<file path="src/rtl/rv_id_consts.svh">
`ifndef RV_ID_CONSTS_SVH
`define RV_ID_CONSTS_SVH

`define RV_XLEN		32
`define RV_REG_AW	5
`define RV_NOP_REG	5'd0

// major opcodes
`define RV_OP_LUI		7'b0110111
`define RV_OP_AUIPC		7'b0010111
`define RV_OP_JAL		7'b1101111
`define RV_OP_JALR		7'b1100111
`define RV_OP_BRANCH	7'b1100011
`define RV_OP_LOAD		7'b0000011
`define RV_OP_OPI		7'b0010011
`define RV_OP_OP		7'b0110011
// not decoded by this stage
`define RV_OP_STORE		7'b0100011

// OP and OP-IMM
`define RV_F3_ADD	3'b000
`define RV_F3_SLL	3'b001
`define RV_F3_SLT	3'b010
`define RV_F3_SLTU	3'b011
`define RV_F3_XOR	3'b100
`define RV_F3_SR	3'b101
`define RV_F3_OR	3'b110
`define RV_F3_AND	3'b111

// branches
`define RV_F3_BEQ	3'b000
`define RV_F3_BNE	3'b001
`define RV_F3_BLT	3'b100
`define RV_F3_BGE	3'b101
`define RV_F3_BLTU	3'b110
`define RV_F3_BGEU	3'b111

// loads
`define RV_F3_LB	3'b000
`define RV_F3_LH	3'b001
`define RV_F3_LW	3'b010
`define RV_F3_LBU	3'b100
`define RV_F3_LHU	3'b101

// bit 30 picks SUB and SRA
`define RV_F7_ALT	30

`endif
</file>
<file path="src/rtl/rv_id_pkg.sv">
package rv_id_pkg;

	// operation handed to execute
	typedef enum logic [4:0] {
		ALU_NOP,
		ALU_ADD,
		ALU_SUB,
		ALU_SLT,
		ALU_SLTU,
		ALU_XOR,
		ALU_OR,
		ALU_AND,
		ALU_SLL,
		ALU_SRL,
		ALU_SRA,
		ALU_AUIPC,
		ALU_JAL,
		ALU_JALR,
		ALU_BEQ,
		ALU_BNE,
		ALU_BLT,
		ALU_BGE,
		ALU_BLTU,
		ALU_BGEU,
		ALU_LB,
		ALU_LH,
		ALU_LW,
		ALU_LBU,
		ALU_LHU
	} alu_op_e;

	// result class, picks the execute result mux
	typedef enum logic [2:0] {
		SEL_NOP,
		SEL_LOGIC,
		SEL_ARITH,
		SEL_SHIFT,
		SEL_JB,
		SEL_LD
	} alu_sel_e;

	typedef enum logic [2:0] {
		IMM_NONE,
		IMM_I_SIGNED,
		IMM_I_ZERO,
		IMM_SHAMT,
		IMM_U,
		IMM_B,
		IMM_J
	} imm_fmt_e;

	// unsigned compares reuse LT and GE
	typedef enum logic [2:0] {
		BR_NONE,
		BR_JAL,
		BR_JALR,
		BR_EQ,
		BR_NE,
		BR_LT,
		BR_GE
	} br_kind_e;

endpackage

</file>
<file path="src/rtl/rv_id_stage.sv">
`include "rv_id_consts.svh"

module rv_id_stage (
	input  logic					clk,
	input  logic					rst,
	input  logic [`RV_XLEN-1:0]		pc_i,
	input  logic [`RV_XLEN-1:0]		inst_i,
	input  logic					inst_valid_i,
	output logic					r1_en_o,
	output logic					r2_en_o,
	output logic [`RV_REG_AW-1:0]	r1_addr_o,
	output logic [`RV_REG_AW-1:0]	r2_addr_o,
	input  logic [`RV_XLEN-1:0]		r1_data_i,
	input  logic [`RV_XLEN-1:0]		r2_data_i,
	input  logic					ex_w_en_i,
	input  logic					ex_is_load_i,
	input  logic [`RV_REG_AW-1:0]	ex_w_addr_i,
	input  logic [`RV_XLEN-1:0]		ex_w_data_i,
	input  logic					mem_w_en_i,
	input  logic [`RV_REG_AW-1:0]	mem_w_addr_i,
	input  logic [`RV_XLEN-1:0]		mem_w_data_i,
	output logic					stall_o,
	output logic [`RV_XLEN-1:0]		pc_o,
	output rv_id_pkg::alu_op_e		aluop_o,
	output rv_id_pkg::alu_sel_e		alusel_o,
	output logic [`RV_XLEN-1:0]		op1_o,
	output logic [`RV_XLEN-1:0]		op2_o,
	output logic					w_en_o,
	output logic [`RV_REG_AW-1:0]	w_addr_o,
	output logic [`RV_XLEN-1:0]		offset_o,
	output logic					b_flag_o,
	output logic [`RV_XLEN-1:0]		b_target_o,
	output logic					illegal_o,
	output logic					valid_o
);

	rv_id_pkg::alu_op_e		aluop;
	rv_id_pkg::alu_sel_e	alusel;
	rv_id_pkg::imm_fmt_e	fmt;
	rv_id_pkg::br_kind_e	br_kind;
	logic					br_unsigned;
	logic					w_en;
	logic					illegal;
	logic [`RV_REG_AW-1:0]	rd;
	logic [`RV_XLEN-1:0]	imm;
	logic [`RV_XLEN-1:0]	op1;
	logic [`RV_XLEN-1:0]	op2;
	logic					stall_r1;
	logic					stall_r2;
	logic					b_flag;
	logic [`RV_XLEN-1:0]	b_target;

	imm_gen u_imm_gen (
		.inst_i	(inst_i),
		.fmt_i	(fmt),
		.rs1_o	(r1_addr_o),
		.rs2_o	(r2_addr_o),
		.rd_o	(rd),
		.imm_o	(imm)
	);

	// is_load only matters once the instruction reaches execute
	ctrl_decoder u_ctrl_decoder (
		.inst_i			(inst_i),
		.aluop_o		(aluop),
		.alusel_o		(alusel),
		.fmt_o			(fmt),
		.br_kind_o		(br_kind),
		.br_unsigned_o	(br_unsigned),
		.r1_en_o		(r1_en_o),
		.r2_en_o		(r2_en_o),
		.w_en_o			(w_en),
		.is_load_o		(),
		.illegal_o		(illegal)
	);

	operand_fwd u_fwd_r1 (
		.en_i			(r1_en_o),
		.addr_i			(r1_addr_o),
		.rf_data_i		(r1_data_i),
		.imm_i			(imm),
		.ex_w_en_i		(ex_w_en_i),
		.ex_is_load_i	(ex_is_load_i),
		.ex_w_addr_i	(ex_w_addr_i),
		.ex_w_data_i	(ex_w_data_i),
		.mem_w_en_i		(mem_w_en_i),
		.mem_w_addr_i	(mem_w_addr_i),
		.mem_w_data_i	(mem_w_data_i),
		.data_o			(op1),
		.stall_req_o	(stall_r1)
	);

	operand_fwd u_fwd_r2 (
		.en_i			(r2_en_o),
		.addr_i			(r2_addr_o),
		.rf_data_i		(r2_data_i),
		.imm_i			(imm),
		.ex_w_en_i		(ex_w_en_i),
		.ex_is_load_i	(ex_is_load_i),
		.ex_w_addr_i	(ex_w_addr_i),
		.ex_w_data_i	(ex_w_data_i),
		.mem_w_en_i		(mem_w_en_i),
		.mem_w_addr_i	(mem_w_addr_i),
		.mem_w_data_i	(mem_w_data_i),
		.data_o			(op2),
		.stall_req_o	(stall_r2)
	);

	branch_resolve u_branch_resolve (
		.br_kind_i		(br_kind),
		.br_unsigned_i	(br_unsigned),
		.pc_i			(pc_i),
		.imm_i			(imm),
		.op1_i			(op1),
		.op2_i			(op2),
		.b_flag_o		(b_flag),
		.b_target_o		(b_target)
	);

	id_ex_reg u_id_ex_reg (
		.clk			(clk),
		.rst			(rst),
		.inst_valid_i	(inst_valid_i),
		.stall_r1_i		(stall_r1),
		.stall_r2_i		(stall_r2),
		.pc_i			(pc_i),
		.aluop_i		(aluop),
		.alusel_i		(alusel),
		.op1_i			(op1),
		.op2_i			(op2),
		.w_en_i			(w_en),
		.w_addr_i		(rd),
		.offset_i		(imm),
		.b_flag_i		(b_flag),
		.b_target_i		(b_target),
		.illegal_i		(illegal),
		.stall_o		(stall_o),
		.pc_o			(pc_o),
		.aluop_o		(aluop_o),
		.alusel_o		(alusel_o),
		.op1_o			(op1_o),
		.op2_o			(op2_o),
		.w_en_o			(w_en_o),
		.w_addr_o		(w_addr_o),
		.offset_o		(offset_o),
		.b_flag_o		(b_flag_o),
		.b_target_o		(b_target_o),
		.illegal_o		(illegal_o),
		.valid_o		(valid_o)
	);

endmodule

</file>
<file path="src/rtl/id_ex_reg.sv">
`include "rv_id_consts.svh"

module id_ex_reg (
	input  logic					clk,
	input  logic					rst,
	input  logic					inst_valid_i,
	input  logic					stall_r1_i,
	input  logic					stall_r2_i,
	input  logic [`RV_XLEN-1:0]		pc_i,
	input  rv_id_pkg::alu_op_e		aluop_i,
	input  rv_id_pkg::alu_sel_e		alusel_i,
	input  logic [`RV_XLEN-1:0]		op1_i,
	input  logic [`RV_XLEN-1:0]		op2_i,
	input  logic					w_en_i,
	input  logic [`RV_REG_AW-1:0]	w_addr_i,
	input  logic [`RV_XLEN-1:0]		offset_i,
	input  logic					b_flag_i,
	input  logic [`RV_XLEN-1:0]		b_target_i,
	input  logic					illegal_i,
	output logic					stall_o,
	output logic [`RV_XLEN-1:0]		pc_o,
	output rv_id_pkg::alu_op_e		aluop_o,
	output rv_id_pkg::alu_sel_e		alusel_o,
	output logic [`RV_XLEN-1:0]		op1_o,
	output logic [`RV_XLEN-1:0]		op2_o,
	output logic					w_en_o,
	output logic [`RV_REG_AW-1:0]	w_addr_o,
	output logic [`RV_XLEN-1:0]		offset_o,
	output logic					b_flag_o,
	output logic [`RV_XLEN-1:0]		b_target_o,
	output logic					illegal_o,
	output logic					valid_o
);

	logic take;

	// an empty slot never holds fetch
	assign stall_o = inst_valid_i && (stall_r1_i || stall_r2_i);
	assign take    = inst_valid_i && !stall_o;

	always_ff @(posedge clk) begin
		if (rst || !take) begin
			valid_o   <= 1'b0;
			w_en_o    <= 1'b0;
			b_flag_o  <= 1'b0;
			illegal_o <= 1'b0;
			aluop_o   <= rv_id_pkg::ALU_NOP;
			alusel_o  <= rv_id_pkg::SEL_NOP;
		end else begin
			valid_o   <= 1'b1;
			w_en_o    <= w_en_i;
			b_flag_o  <= b_flag_i;
			illegal_o <= illegal_i;
			aluop_o   <= aluop_i;
			alusel_o  <= alusel_i;
		end
	end

	always_ff @(posedge clk) begin
		pc_o       <= pc_i;
		op1_o      <= op1_i;
		op2_o      <= op2_i;
		w_addr_o   <= w_addr_i;
		offset_o   <= offset_i;
		b_target_o <= b_target_i;
	end

endmodule

</file>
<file path="src/rtl/branch_resolve.sv">
`include "rv_id_consts.svh"

module branch_resolve (
	input  rv_id_pkg::br_kind_e		br_kind_i,
	input  logic					br_unsigned_i,
	input  logic [`RV_XLEN-1:0]		pc_i,
	input  logic [`RV_XLEN-1:0]		imm_i,
	input  logic [`RV_XLEN-1:0]		op1_i,
	input  logic [`RV_XLEN-1:0]		op2_i,
	output logic					b_flag_o,
	output logic [`RV_XLEN-1:0]		b_target_o
);

	logic [`RV_XLEN-1:0]	pc_rel;
	logic [`RV_XLEN-1:0]	reg_rel;
	logic					eq;
	logic					lt;

	assign pc_rel  = pc_i + imm_i;
	assign reg_rel = op1_i + imm_i;
	assign eq      = (op1_i == op2_i);
	assign lt      = br_unsigned_i ? (op1_i < op2_i) : ($signed(op1_i) < $signed(op2_i));

	always_comb begin
		b_flag_o   = 1'b0;
		b_target_o = pc_rel;
		case (br_kind_i)
			rv_id_pkg::BR_JAL:  b_flag_o = 1'b1;
			rv_id_pkg::BR_JALR: begin
				b_flag_o   = 1'b1;
				b_target_o = {reg_rel[`RV_XLEN-1:1], 1'b0};
			end
			rv_id_pkg::BR_EQ:   b_flag_o = eq;
			rv_id_pkg::BR_NE:   b_flag_o = !eq;
			rv_id_pkg::BR_LT:   b_flag_o = lt;
			rv_id_pkg::BR_GE:   b_flag_o = !lt;
			default:            b_target_o = '0;
		endcase
	end

endmodule

</file>
<file path="src/rtl/operand_fwd.sv">
`include "rv_id_consts.svh"

module operand_fwd (
	input  logic					en_i,
	input  logic [`RV_REG_AW-1:0]	addr_i,
	input  logic [`RV_XLEN-1:0]		rf_data_i,
	input  logic [`RV_XLEN-1:0]		imm_i,
	input  logic					ex_w_en_i,
	input  logic					ex_is_load_i,
	input  logic [`RV_REG_AW-1:0]	ex_w_addr_i,
	input  logic [`RV_XLEN-1:0]		ex_w_data_i,
	input  logic					mem_w_en_i,
	input  logic [`RV_REG_AW-1:0]	mem_w_addr_i,
	input  logic [`RV_XLEN-1:0]		mem_w_data_i,
	output logic [`RV_XLEN-1:0]		data_o,
	output logic					stall_req_o
);

	logic ex_hit;
	logic mem_hit;

	assign ex_hit  = (ex_w_addr_i == addr_i);
	assign mem_hit = mem_w_en_i && (mem_w_addr_i == addr_i);

	always_comb begin
		stall_req_o = 1'b0;
		data_o      = rf_data_i;
		if (!en_i) begin
			data_o = imm_i;
		end else if (addr_i != `RV_NOP_REG) begin
			// load result not ready until mem, wait a cycle
			if (ex_is_load_i && ex_hit)
				stall_req_o = 1'b1;
			else if (ex_w_en_i && ex_hit)
				data_o = ex_w_data_i;
			else if (mem_hit)
				data_o = mem_w_data_i;
		end
	end

endmodule

</file>
<file path="src/rtl/ctrl_decoder.sv">
`include "rv_id_consts.svh"

module ctrl_decoder (
	input  logic [`RV_XLEN-1:0]		inst_i,
	output rv_id_pkg::alu_op_e		aluop_o,
	output rv_id_pkg::alu_sel_e		alusel_o,
	output rv_id_pkg::imm_fmt_e		fmt_o,
	output rv_id_pkg::br_kind_e		br_kind_o,
	output logic					br_unsigned_o,
	output logic					r1_en_o,
	output logic					r2_en_o,
	output logic					w_en_o,
	output logic					is_load_o,
	output logic					illegal_o
);

	logic [6:0]	opcode;
	logic [2:0]	funct3;
	logic		alt;

	assign opcode = inst_i[6:0];
	assign funct3 = inst_i[14:12];
	assign alt    = inst_i[`RV_F7_ALT];

	always_comb begin
		aluop_o       = rv_id_pkg::ALU_NOP;
		alusel_o      = rv_id_pkg::SEL_NOP;
		fmt_o         = rv_id_pkg::IMM_NONE;
		br_kind_o     = rv_id_pkg::BR_NONE;
		br_unsigned_o = 1'b0;
		r1_en_o       = 1'b0;
		r2_en_o       = 1'b0;
		w_en_o        = 1'b0;
		is_load_o     = 1'b0;
		illegal_o     = 1'b0;
		case (opcode)
			// lui is imm | imm, both sources read the immediate
			`RV_OP_LUI: begin
				aluop_o  = rv_id_pkg::ALU_OR;
				alusel_o = rv_id_pkg::SEL_LOGIC;
				fmt_o    = rv_id_pkg::IMM_U;
				w_en_o   = 1'b1;
			end
			`RV_OP_AUIPC: begin
				aluop_o  = rv_id_pkg::ALU_AUIPC;
				alusel_o = rv_id_pkg::SEL_ARITH;
				fmt_o    = rv_id_pkg::IMM_U;
				w_en_o   = 1'b1;
			end
			`RV_OP_JAL: begin
				aluop_o   = rv_id_pkg::ALU_JAL;
				alusel_o  = rv_id_pkg::SEL_JB;
				fmt_o     = rv_id_pkg::IMM_J;
				br_kind_o = rv_id_pkg::BR_JAL;
				w_en_o    = 1'b1;
			end
			`RV_OP_JALR: begin
				aluop_o   = rv_id_pkg::ALU_JALR;
				alusel_o  = rv_id_pkg::SEL_JB;
				fmt_o     = rv_id_pkg::IMM_I_SIGNED;
				br_kind_o = rv_id_pkg::BR_JALR;
				r1_en_o   = 1'b1;
				w_en_o    = 1'b1;
			end
			`RV_OP_BRANCH: begin
				case (funct3)
					`RV_F3_BEQ: begin
						aluop_o   = rv_id_pkg::ALU_BEQ;
						br_kind_o = rv_id_pkg::BR_EQ;
					end
					`RV_F3_BNE: begin
						aluop_o   = rv_id_pkg::ALU_BNE;
						br_kind_o = rv_id_pkg::BR_NE;
					end
					`RV_F3_BLT: begin
						aluop_o   = rv_id_pkg::ALU_BLT;
						br_kind_o = rv_id_pkg::BR_LT;
					end
					`RV_F3_BGE: begin
						aluop_o   = rv_id_pkg::ALU_BGE;
						br_kind_o = rv_id_pkg::BR_GE;
					end
					`RV_F3_BLTU: begin
						aluop_o       = rv_id_pkg::ALU_BLTU;
						br_kind_o     = rv_id_pkg::BR_LT;
						br_unsigned_o = 1'b1;
					end
					`RV_F3_BGEU: begin
						aluop_o       = rv_id_pkg::ALU_BGEU;
						br_kind_o     = rv_id_pkg::BR_GE;
						br_unsigned_o = 1'b1;
					end
					default: ;
				endcase
				if (aluop_o != rv_id_pkg::ALU_NOP) begin
					fmt_o   = rv_id_pkg::IMM_B;
					r1_en_o = 1'b1;
					r2_en_o = 1'b1;
				end
			end
			`RV_OP_LOAD: begin
				case (funct3)
					`RV_F3_LB:  aluop_o = rv_id_pkg::ALU_LB;
					`RV_F3_LH:  aluop_o = rv_id_pkg::ALU_LH;
					`RV_F3_LW:  aluop_o = rv_id_pkg::ALU_LW;
					`RV_F3_LBU: aluop_o = rv_id_pkg::ALU_LBU;
					`RV_F3_LHU: aluop_o = rv_id_pkg::ALU_LHU;
					default: ;
				endcase
				if (aluop_o != rv_id_pkg::ALU_NOP) begin
					alusel_o  = rv_id_pkg::SEL_LD;
					fmt_o     = rv_id_pkg::IMM_I_SIGNED;
					r1_en_o   = 1'b1;
					w_en_o    = 1'b1;
					is_load_o = 1'b1;
				end
			end
			`RV_OP_OPI: begin
				alusel_o = rv_id_pkg::SEL_ARITH;
				fmt_o    = rv_id_pkg::IMM_I_SIGNED;
				case (funct3)
					`RV_F3_ADD:  aluop_o = rv_id_pkg::ALU_ADD;
					`RV_F3_SLT:  aluop_o = rv_id_pkg::ALU_SLT;
					`RV_F3_SLTU: aluop_o = rv_id_pkg::ALU_SLTU;
					default: begin
						aluop_o  = (funct3 == `RV_F3_XOR) ? rv_id_pkg::ALU_XOR :
							(funct3 == `RV_F3_OR) ? rv_id_pkg::ALU_OR : rv_id_pkg::ALU_AND;
						alusel_o = rv_id_pkg::SEL_LOGIC;
						fmt_o    = rv_id_pkg::IMM_I_ZERO;
					end
					`RV_F3_SLL, `RV_F3_SR: begin
						if (funct3 == `RV_F3_SR)
							aluop_o = alt ? rv_id_pkg::ALU_SRA : rv_id_pkg::ALU_SRL;
						else if (!alt)
							aluop_o = rv_id_pkg::ALU_SLL;
						alusel_o = rv_id_pkg::SEL_SHIFT;
						fmt_o    = rv_id_pkg::IMM_SHAMT;
					end
				endcase
				if (aluop_o != rv_id_pkg::ALU_NOP) begin
					r1_en_o = 1'b1;
					w_en_o  = 1'b1;
				end else begin
					alusel_o = rv_id_pkg::SEL_NOP;
					fmt_o    = rv_id_pkg::IMM_NONE;
				end
			end
			`RV_OP_OP: begin
				case (funct3)
					`RV_F3_ADD:  aluop_o = alt ? rv_id_pkg::ALU_SUB : rv_id_pkg::ALU_ADD;
					`RV_F3_SLT:  aluop_o = rv_id_pkg::ALU_SLT;
					`RV_F3_SLTU: aluop_o = rv_id_pkg::ALU_SLTU;
					`RV_F3_XOR:  aluop_o = rv_id_pkg::ALU_XOR;
					`RV_F3_OR:   aluop_o = rv_id_pkg::ALU_OR;
					`RV_F3_AND:  aluop_o = rv_id_pkg::ALU_AND;
					`RV_F3_SLL:  aluop_o = rv_id_pkg::ALU_SLL;
					default:     aluop_o = alt ? rv_id_pkg::ALU_SRA : rv_id_pkg::ALU_SRL;
				endcase
				case (aluop_o)
					rv_id_pkg::ALU_XOR, rv_id_pkg::ALU_OR, rv_id_pkg::ALU_AND:
						alusel_o = rv_id_pkg::SEL_LOGIC;
					rv_id_pkg::ALU_SLL, rv_id_pkg::ALU_SRL, rv_id_pkg::ALU_SRA:
						alusel_o = rv_id_pkg::SEL_SHIFT;
					default:
						alusel_o = rv_id_pkg::SEL_ARITH;
				endcase
				// alt only valid on add/sub and srl/sra
				if (alt && funct3 != `RV_F3_ADD && funct3 != `RV_F3_SR) begin
					aluop_o  = rv_id_pkg::ALU_NOP;
					alusel_o = rv_id_pkg::SEL_NOP;
				end else begin
					r1_en_o = 1'b1;
					r2_en_o = 1'b1;
					w_en_o  = 1'b1;
				end
			end
			// stores land here too
			default: illegal_o = 1'b1;
		endcase
	end

endmodule

</file>
<file path="src/rtl/imm_gen.sv">
`include "rv_id_consts.svh"

module imm_gen (
	input  logic [`RV_XLEN-1:0]		inst_i,
	input  rv_id_pkg::imm_fmt_e		fmt_i,
	output logic [`RV_REG_AW-1:0]	rs1_o,
	output logic [`RV_REG_AW-1:0]	rs2_o,
	output logic [`RV_REG_AW-1:0]	rd_o,
	output logic [`RV_XLEN-1:0]		imm_o
);

	logic sign;

	assign rd_o  = inst_i[11:7];
	assign rs1_o = inst_i[19:15];
	assign rs2_o = inst_i[24:20];
	assign sign  = inst_i[31];

	always_comb begin
		case (fmt_i)
			rv_id_pkg::IMM_I_SIGNED:
				imm_o = {{(`RV_XLEN-12){sign}}, inst_i[31:20]};
			// logical ops take the raw 12 bits
			rv_id_pkg::IMM_I_ZERO:
				imm_o = {{(`RV_XLEN-12){1'b0}}, inst_i[31:20]};
			rv_id_pkg::IMM_SHAMT:
				imm_o = {{(`RV_XLEN-`RV_REG_AW){1'b0}}, rs2_o};
			rv_id_pkg::IMM_U:
				imm_o = {inst_i[31:12], 12'h0};
			rv_id_pkg::IMM_B:
				imm_o = {{(`RV_XLEN-12){sign}}, inst_i[7], inst_i[30:25],
					inst_i[11:8], 1'b0};
			rv_id_pkg::IMM_J:
				imm_o = {{(`RV_XLEN-20){sign}}, inst_i[19:12], inst_i[20],
					inst_i[30:21], 1'b0};
			default:
				imm_o = '0;
		endcase
	end

endmodule

</file>
<file path="config.mk">
export PLATFORM = sky130hd
export DESIGN_NAME = rv_id_stage
export DESIGN_NICKNAME = d
export VERILOG_FILES = /design/src/rtl/rv_id_pkg.sv /design/src/rtl/rv_id_stage.sv /design/src/rtl/id_ex_reg.sv /design/src/rtl/branch_resolve.sv /design/src/rtl/operand_fwd.sv /design/src/rtl/ctrl_decoder.sv /design/src/rtl/imm_gen.sv
export VERILOG_INCLUDE_DIRS = /design/src /design/src/rtl
export SDC_FILE = /design/constraint.sdc
export NUM_CORES = 1
export LEC_CHECK = 0
export BUFFER_PORTS_ARGS = -buffer_cell sky130_fd_sc_hd__buf_2
export CELL_PAD_IN_SITES_DETAIL_PLACEMENT = 1
export CELL_PAD_IN_SITES_GLOBAL_PLACEMENT = 2
export CORE_UTILIZATION = 30
export CTS_CLUSTER_SIZE = 25
export DETAILED_ROUTE_END_ITERATION = 10
export PLACE_DENSITY = 0.91
export SLEW_MARGIN = 20
export SYNTH_ARGS = -nofsm -noshare
export SYNTH_HDL_FRONTEND = slang
export SYNTH_HIERARCHICAL = 1
export SYNTH_SLANG_ARGS = --single-unit
export TNS_END_PERCENT = 100
</file>
<file path="constraint.sdc">
create_clock -name clk -period 5.94 [get_ports clk]
set_input_delay 0.594 -clock clk [delete_from_list [all_inputs] [get_ports clk]]
set_output_delay 0.594 -clock clk [all_outputs]
set_load 0.02 [all_outputs]
</file>
==> results.toml, run 1 <==
[yosys]
synth_xor_area_share_pct = 5.17
syn_area_mm2 = 0.0134
synthesis.nets = 1920
synth-seq-area-share_pct = 26.5
netlist.area_leader.share_pct = 26.5
synth_cell_types = 82
yosys.area.top_type = "dfxtp_1"
synth-seq-cells = 177
synth-main-ff-cell = "dfxtp_1"
yosysWarnings = 6
synth_top_family_by_area = "compound AO/OA/AOI/OAI gates"
synthSimpleGateAreaFrac_pct = 17.4
ys_async_sr_fraction_pct = 0
synth_area_per_cell_um2 = 8.26
synth-compound-area-share_pct = 32.7
synth_edf_count = 0
synthTopCellsByArea = "dfxtp_1 27%, ha_1 8.7%, a21oi_1 7.4%"
syn_inst = 1617
synthAdderAreaFrac_pct = 9.01
synthMuxAreaShare_pct = 0.974

[min_path]
hold_class = "primary input to register"
min_from = "pc_i[2]"

[floorplanning]
start_util_pct = 30.7
boundaryPins = 398
die_y_um = 213
coreArea_mm2 = 0.0435
dieWidth_um = 213
die-area_mm2 = 0.0454
rows = 76

[finish]
mostFrequentLayoutCells = "397 x buf_2, 198 x a21oi_1, 177 x dfxtp_1"
postLayoutCoreUtil_pct = 38.6
layout_commonest_cell = "buf_2"
area_growth_pct = 25.5
layout-drive-gt1-share_pct = 29.8
fin_nets = 2290

[pwr]
p_sw_mw = 1.09
internal-power_mw = 2.09
p_total_mw = 3.18
peakVddDrop_mv = 0.223
power.share.sequential_pct = 38.6
clockPowerShare_pct = 38.4
power_frac_comb_pct = 23.0
power.leakage_nw = 8.06
swShare_pct = 34.3
powerDensity_mw_per_mm2 = 190

[drt]
vias = 14600
ant_nets = 0
drt_wl_total_mm = 66.0
avgRoutedWirePerCell_um = 25.4
vias_per_cell = 5.60
drt_iter0_drc = 997
drt_pass1_iterations = 5
drc = 0

[critical_path]
cp-end-kind = "register"
start_kind = "primary input"
criticalPathCategory = "primary input to register"
cp.required_ns = 6.27
crit_path_max_fanout = 22
critPathLaunch = "inst_i[2]"
cp.arrival_ns = 5.87

[timing]
fmax_ghz = 0.180
tns_ns = 0
setup_viol = 0
worstMarginPinSlew_ns = 0.944
hold_violations = 0
min_period_ns = 5.54
fin_crit_sh_pct = 93.3
layout_setup_ws_ns = 0.397
drv_slew = 0
rsz0062_at_grt = "false"
hold_ws_ns = 0.218
slew_headroom_pct = 36.4

[clock_tree]
cts_tree = "yes"
cts_root_buf = "clkbuf_16"
cts.sinks = 177
cts-htree-levels = 4
cts_resized = 0
numCtsBuffers = 17
post_cts_buffers = 0
clkSlewWorstSetupHoldPaths_ns = 0.08
hold_buffers = 0
cts_buffer_depth = 2

[global_routing]
grt_usage_pct = 28.5
grt_pass1_wl_mm = 94.0
globalRouteOverflowTotal = 0
grt_antenna_before_repair = 15
first_global_vias = 14600
grt_max_degree = 48

[placed_design]
gp_congestion = 0.912
place_ws_ns = -0.00812
io_buffers = 397
post-dp-hpwl_mm = 53.5

[run]
cap_violations = 0

[outcome]
run_status = "finished, final reports clean"
## through the flow
step,instances,instance area (um2)
global route,2594,16700
global placement,2553,16100
CTS,2585,16700
finish,2599,16800
detailed placement,2553,16100
floorplan,1617,13400
## state kept, by name (all words and copies together), names as in the netlist
signal and flops:
u_id_ex_reg/aluop_o 5, u_id_ex_reg/alusel_o 3, u_id_ex_reg/b_flag_o 1, u_id_ex_reg/b_target_o 32, u_id_ex_reg/illegal_o 1, u_id_ex_reg/offset_o 32
u_id_ex_reg/op1_o 32, u_id_ex_reg/op2_o 32, u_id_ex_reg/pc_o 32, u_id_ex_reg/valid_o 1, u_id_ex_reg/w_addr_o 5, u_id_ex_reg/w_en_o 1
## area by class of cell
cell class	count	area [um2]
repair buffers	474	2580
well taps	585	732
inverters	116	435
multi-input cells	1201	8800
clock inverters	15	210
clock buffers	17	425
flip-flops and latches	177	3540
diodes	14	35.0
fillers	5334	26700
## cell families (layout without fill, tap and decap cells)
| kind of cell | after synthesis | after routing |
|---|---|---|
| xor+xnor | 78 | 78 |
| fa+ha+maj | 95 | 95 |
| compound gates | 620 | 620 |
| buf+inv | 239 | 622 |
| mux | 13 | 13 |
| flops | 177 | 177 |
| other cells | 0 | 14 |
| simple gates | 395 | 395 |
## routing by layer
layer / GRT usage (%) / wire [um]
met2: 48.1 / 32300
met1: 34.3 / 26600
met4: 15.0 / 2760
met5: 0 / 16
met3: 5.09 / 4360
## critical path, stage by stage
cell,delay (ns)
buf_2,0.16
nand4bb_1,0.23
or3_1,0.47
o31ai_4,0.82
nand3b_1,0.48
o21ai_1,0.52
nor2b_1,0.21
a21oi_1,0.05
o21ai_1,0.21
ha_1,0.40
a21o_1,0.22
a21o_1,0.19
a21oi_1,0.26
nand3_1,0.13
a21oi_1,0.23
o31ai_1,0.15
a21oi_1,0.21
mux2i_1,0.21
o211ai_1,0.13
## cell usage after synthesis (all sizes together), types with 6 or more instances
cell / count
a21oi: 199
dfxtp: 177
o21ai: 119
inv: 116
ha: 93
nor2b: 71
o31ai: 70
a221oi: 64
and3: 64
clkbuf: 63
buf: 60
nand2: 55
a21o: 53
nor2: 47
xnor2: 39
xor2: 39
nand3: 29
o22ai: 25
and2: 23
nor3: 19
a211oi: 16
nand4: 16
o21bai: 16
mux2i: 13
nand2b: 11
nand3b: 11
o21a: 9
or3: 9
a31oi: 7
and4: 7
nor3b: 6
nor4: 6
## path summary, 6_finish.rpt
check | slack, ns | to | depth (start not counted)
min | 0.22 | u_id_ex_reg/pc_o[2] | 1
max | 0.40 | u_id_ex_reg/b_target_o[30] | 19
## power groups by stage
| stage | combinational [mW] | sequential, mW | clock [mW] |
|---|---|---|---|
| 6_report | 0.732 | 1.23 | 1.22 |
| 5_1_grt | 0.777 | 1.23 | 1.30 |
| 4_1_cts | 0.719 | 1.23 | 1.26 |
| 3_5_place_dp | 0.716 | 1.26 | 0 |
| 3_3_place_gp | 0.705 | 1.26 | 0 |
| 2_1_floorplan | 0.374 | 1.30 | 0 |
Note: power is estimated with default switching activity, not from simulation.
==> inputs of run 2 (changes only) <==
--- a/config.mk
+++ b/config.mk
@@ -9,10 +9,10 @@
 export BUFFER_PORTS_ARGS = -buffer_cell sky130_fd_sc_hd__buf_2
 export CELL_PAD_IN_SITES_DETAIL_PLACEMENT = 1
 export CELL_PAD_IN_SITES_GLOBAL_PLACEMENT = 2
-export CORE_UTILIZATION = 30
+export CORE_UTILIZATION = 27
 export CTS_CLUSTER_SIZE = 25
 export DETAILED_ROUTE_END_ITERATION = 10
-export PLACE_DENSITY = 0.91
+export PLACE_DENSITY = 0.87
 export SLEW_MARGIN = 20
 export SYNTH_ARGS = -nofsm -noshare
 export SYNTH_HDL_FRONTEND = slang
==> constraint.sdc (replaced) <==
create_clock -name clk -period 4.4 [get_ports clk]
set_input_delay 0.22 -clock clk [delete_from_list [all_inputs] [get_ports clk]]
set_output_delay 0.22 -clock clk [all_outputs]
set_load 0.02 [all_outputs]
==> run 2 against run 1 <==
Flip-flop and latch count did not move; global-route usage fell by 0.58 points; total power rose by 42%; clock power rose by 39%; first-iteration DRC count rose by 3.2%; critical endpoint is now u_id_ex_reg/b_target_o[29].
==> results.toml, run 2 (synthesis results as in run 1) <==
[placed_design]
place_inst = 2895
post-dp-hpwl_mm = 58.5
io_buffers = 397
gp_congestion = 0.929

[critical_path]
cp.arrival_ns = 4.56
crit_path_max_fanout = 6
cp_cell_sequence = "buf_2, nand4bb_4, buf_4, nor4b_4, a211oi_2, buf_4, o31ai_4, buf_12, clkbuf_2, and3b_2, buf_4, a21o_1, buf_4, ha_1, a211o_1, a31oi_1, o21ai_1, a21o_1, and3_1, a221o_1, o41ai_2, xor2_1, o22ai_1"
cp-end-kind = "register"
start_kind = "primary input"
criticalPathCategory = "primary input to register"
slowest_stage = "o41ai_2"
cpPeakStageDelay_ns = 0.35
cp_common_cell = "buf_4"
cp.required_ns = 4.74

[timing]
setup_viol = 0
fin_crit_sh_pct = 96.0
drv_slew = 0
hold_violations = 0
hold_ws_ns = 0.0381
min_period_ns = 4.22
worstMarginPinSlew_ns = 0.917
tns_ns = 0
slew_headroom_pct = 38.7
fmax_ghz = 0.237

[drt]
wl_met3_mm = 3.22
drt_pass1_iterations = 5
ant_nets = 0
vias_per_cell = 5.24
wl_met2_mm = 35.9
vias = 15600
drt_wl_total_mm = 71.6
drc = 0
avgRoutedWirePerCell_um = 24.0
wl_met1_mm = 29.7
drt_iter0_drc = 1029
highest_layer = "met5"

[global_routing]
grt_antenna_before_repair = 8
first_global_vias = 16300
grt_max_degree = 47
grt_pass1_wl_mm = 104
globalRouteOverflowTotal = 0
grt_usage_pct = 27.9

[outcome]
run_status = "finished, final reports clean"

[pwr]
powerDensity_mw_per_mm2 = 232
power.leakage_nw = 9.67
peakVddDrop_mv = 0.343

[clock_tree]
cts_tree = "yes"
cts.sinks = 177
cts_root_buf = "clkbuf_16"
clkSlewWorstSetupHoldPaths_ns = 0.09
numCtsBuffers = 17
cts-htree-levels = 4
cts_buffer_depth = 2

[floorplanning]
die_y_um = 224
coreArea_mm2 = 0.0488
rows = 81
die-area_mm2 = 0.0504
dieWidth_um = 224
boundaryPins = 398
start_util_pct = 27.3

[run]
cap_violations = 0

[finish]
layout-drive-gt1-share_pct = 38.9
regArea_mm2 = 0.00354
area_growth_pct = 46.0
nFillCells = 6035
multi_input_area_mm2 = 0.00896
stdcell_count = 2981
layout_commonest_cell = "buf_2"
fin_nets = 2602
postLayoutCoreUtil_pct = 39.9
mostFrequentLayoutCells = "397 x buf_2, 343 x buf_4, 189 x a21oi_1"

[min_path]
min_from = "r2_data_i[22]"
whs_endpoint = "u_id_ex_reg/op2_o[22]"
hold_depth = 3
hold_class = "primary input to register"
-- run 2: what timing repair did --
action | 4_1_cts | 5_1_grt
buffers inserted | 1 | 9
endpoints found under the hold margin | 39 | 0
pin swaps | 2 | 11
hold buffers | 39 | 0
cloned | 0 | 0
gates resized for setup | 1 | 36
endpoints found under the setup margin | 2 | 11
-- run 2: area by class of cell --
cell class | instances | share of cell area (%)
multi-input combinational | 1201 | 46.0
timing repair buffer | 786 | 26.0
sequential | 177 | 18.2
tap | 664 | 4.26
inverter | 116 | 2.23
clock buffer | 17 | 2.18
clock inverter | 15 | 1.09
antenna | 5 | 0.0642
-- run 2: critical path: cells and delay by family --
family,cells,cell delay (ns)
AOI/OAI and AO/OA,10,1.81
buffers and inverters,7,1.10
and+or+nand+nor,4,0.98
adders and majority gates,1,0.26
xor gates and xnor gates,1,0.18
-- run 2: how the worst max path moves through the flow --
| stage | startpoint | to | slack (ns) | cells after the start |
|---|---|---|---|---|
| 6_report | inst_i[3] | u_id_ex_reg/b_target_o[29] | 0.18 | 23 |
| 5_1_grt | inst_i[2] | u_id_ex_reg/b_target_o[27] | -0.01 | 26 |
| 4_1_cts | inst_i[3] | u_id_ex_reg/b_target_o[29] | 0.0007 | 22 |
| 3_5_place_dp | inst_i[3] | u_id_ex_reg/b_target_o[21] | -0.65 | 21 |
| 3_3_place_gp | inst_i[3] | u_id_ex_reg/b_target_o[21] | -0.59 | 21 |
| 2_1_floorplan | inst_i[2] | u_id_ex_reg/b_target_o[30] | 0.03 | 22 |
-- run 2: stage by stage --
stage / total power [mW] / worst slack (ns) / area, um2
2_1_floorplan: 2.26 / 0.0327 / 13400
3_3_place_gp: 2.79 / -0.595 / 18200
3_5_place_dp: 2.81 / -0.653 / 18200
4_1_cts: 4.55 / 0.000663 / 19300
5_1_grt: 4.69 / -0.0128 / 19500
6_report: 4.52 / 0.176 / 19500
-- run 2: power breakdown --
group | switching, mW | internal (mW) | leakage (nW)
combinational | 0.690 | 0.476 | 7.92
clock | 0.862 | 0.829 | 0.307
sequential | 0.0163 | 1.65 | 1.44
total | 1.57 | 2.95 | 9.67
-- run 2: routing by layer --
layer  track usage, %  vias up
met3             4.00      120
met1             33.1     7667
li1                 -     7310
met2             49.4      532
met5                0        -
met4             13.0        2
==> inputs of run 3 (changes only) <==
--- a/config.mk
+++ b/config.mk
@@ -12,7 +12,7 @@
 export CORE_UTILIZATION = 27
 export CTS_CLUSTER_SIZE = 25
 export DETAILED_ROUTE_END_ITERATION = 10
-export PLACE_DENSITY = 0.87
+export PLACE_DENSITY_LB_ADDON = 0.1
 export SLEW_MARGIN = 20
 export SYNTH_ARGS = -nofsm -noshare
 export SYNTH_HDL_FRONTEND = slang
==> run 3 against run 2 <==
Wire length is 2.6% higher; largest cell class unchanged; via count is 0.15% higher; clock power hardly changed; non-clock buffer count is 32 higher; critical endpoint is now u_id_ex_reg/b_flag_o.
==> results.toml, run 3 (synthesis results as in run 1) <==
[timing]
min_period_ns = 4.21
fin_crit_sh_pct = 95.6
rsz0062_at_grt = "true"
slew_headroom_pct = 41.4
worstMarginPinSlew_ns = 0.875
fmax_ghz = 0.238
hold_violations = 0
drv_slew = 0
setup_viol = 0

[critical_path]
criticalPathCategory = "primary input to register"
start_kind = "primary input"
crit_family = "simple AND/OR/NAND/NOR gates"
cp.arrival_ns = 4.65
critPathBufInv = 6
cp.required_ns = 4.84
cp_common_cell = "buf_4"
slowest_stage = "or2_2"
crit_path_max_fanout = 18
cp-end-kind = "register"
cpPeakStageDelay_ns = 0.34
cp_cell_sequence = "buf_2, nand4bb_1, buf_4, or2_2, buf_4, o21ai_2, buf_4, nand3_1, o31ai_4, buf_6, a21oi_1, o21ai_1, inv_1, ha_1, nand4_1, nor2_2, o31a_1, o21ai_2, o211ai_1, nand2_1, a311oi_1, and2_1"

[floorplanning]
start_util_pct = 27.3
boundaryPins = 398
die_y_um = 224
die-area_mm2 = 0.0504
coreArea_mm2 = 0.0488
dieWidth_um = 224
rows = 81

[finish]
layout_commonest_cell = "buf_2"
regArea_mm2 = 0.00354
mostFrequentLayoutCells = "397 x buf_2, 373 x buf_4, 196 x a21oi_1"
nFillCells = 5980
area_growth_pct = 47.5
fin_nets = 2634
postLayoutCoreUtil_pct = 40.3
layout-drive-gt1-share_pct = 39.5
multi_input_area_mm2 = 0.00890

[drt]
drt_pass1_iterations = 5
ant_nets = 0
vias = 15700
drt_wl_total_mm = 73.5
wl_met3_mm = 3.13
highest_layer = "met5"
wl_met2_mm = 36.4
drt_iter0_drc = 827
drc = 0
wl_met1_mm = 31.4
avgRoutedWirePerCell_um = 24.4
vias_per_cell = 5.20

[placed_design]
io_buffers = 397
gp_congestion = 0.966
post-dp-hpwl_mm = 60.8

[run]
cap_violations = 0

[clock_tree]
cts_root_buf = "clkbuf_16"
cts-htree-levels = 4
numCtsBuffers = 17
clkSlewWorstSetupHoldPaths_ns = 0.08
cts_buffer_depth = 2
cts_tree = "yes"
cts.sinks = 177

[global_routing]
grt_pass1_wl_mm = 106
globalRouteOverflowTotal = 0
first_global_vias = 16400
grt_max_degree = 36
grt_antenna_before_repair = 3
grt_usage_pct = 28.7

[pwr]
p_total_mw = 4.57
powerDensity_mw_per_mm2 = 232
power.leakage_nw = 9.83
peakVddDrop_mv = 0.253

[min_path]
hold_depth = 3
whs_endpoint = "u_id_ex_reg/op2_o[6]"
min_from = "r2_data_i[6]"
hold_class = "primary input to register"

[outcome]
run_status = "finished, final reports clean"
==> run 3: metrics by stage <==
stage / cell area [um2] / worst slack, ns / cells / hold slack [ns] / TNS (ns)
after floorplan: 13400 / 0.0327 / 1617 / 0.248 / 0
after global placement: 18600 / -0.739 / 2936 / 0.345 / -9.11
after detailed placement: 18600 / -0.812 / 2936 / 0.346 / -10.60
after CTS: 19600 / 0.00463 / 3007 / 0.0399 / 0
after global routing: 19700 / -0.0188 / 3008 / 0.0750 / -0.0281
final: 19700 / 0.192 / 3010 / 0.0848 / 0
==> run 3: per-layer routing <==
layer,GRT usage (%),vias up
met5,0,-
met4,11.3,2
met3,4.14,116
met2,50.4,490
met1,35.0,7688
li1,-,7358
==> run 3: report_power, final <==
part,switching (mW),internal [mW]
clock,0.841,0.875
sequential,0.0149,1.65
combinational,0.705,0.487
==> run 3: layout make-up <==
| class | count | area share [%] |
|---|---|---|
| clock buffer | 17 | 2.16 |
| multi-input combinational | 1201 | 45.2 |
| sequential | 177 | 18.0 |
| antenna | 2 | 0.0254 |
| tap | 664 | 4.22 |
| clock inverter | 15 | 1.07 |
| timing repair buffer | 818 | 27.1 |
| inverter | 116 | 2.21 |
==> run 3: timing repair <==
item / CTS / global route
buffers inserted: 0 / 1
endpoints found under the setup margin: 9 / 15
pin swaps: 0 / 2
gates cloned: 0 / 0
endpoints found under the hold margin: 39 / 0
gates resized for setup: 2 / 25
hold buffers: 39 / 0
==> run 3: worst min-delay path, stage by stage <==
cell and delay [ns]:
buf_2 0.10, a21oi_1 0.06, o21ai_1 0.15
==> run 3: worst max-delay path by stage <==
stage / startpoint / end / slack [ns] / cells past startpoint
after floorplan: inst_i[2] / u_id_ex_reg/b_target_o[30] / 0.03 / 22
after global placement: inst_i[2] / u_id_ex_reg/b_target_o[29] / -0.74 / 21
after detailed placement: inst_i[2] / u_id_ex_reg/b_target_o[29] / -0.81 / 21
after CTS: inst_i[2] / u_id_ex_reg/b_target_o[29] / 0.005 / 22
after global routing: inst_i[2] / u_id_ex_reg/b_flag_o / -0.02 / 24
final: inst_i[2] / u_id_ex_reg/b_flag_o / 0.19 / 22
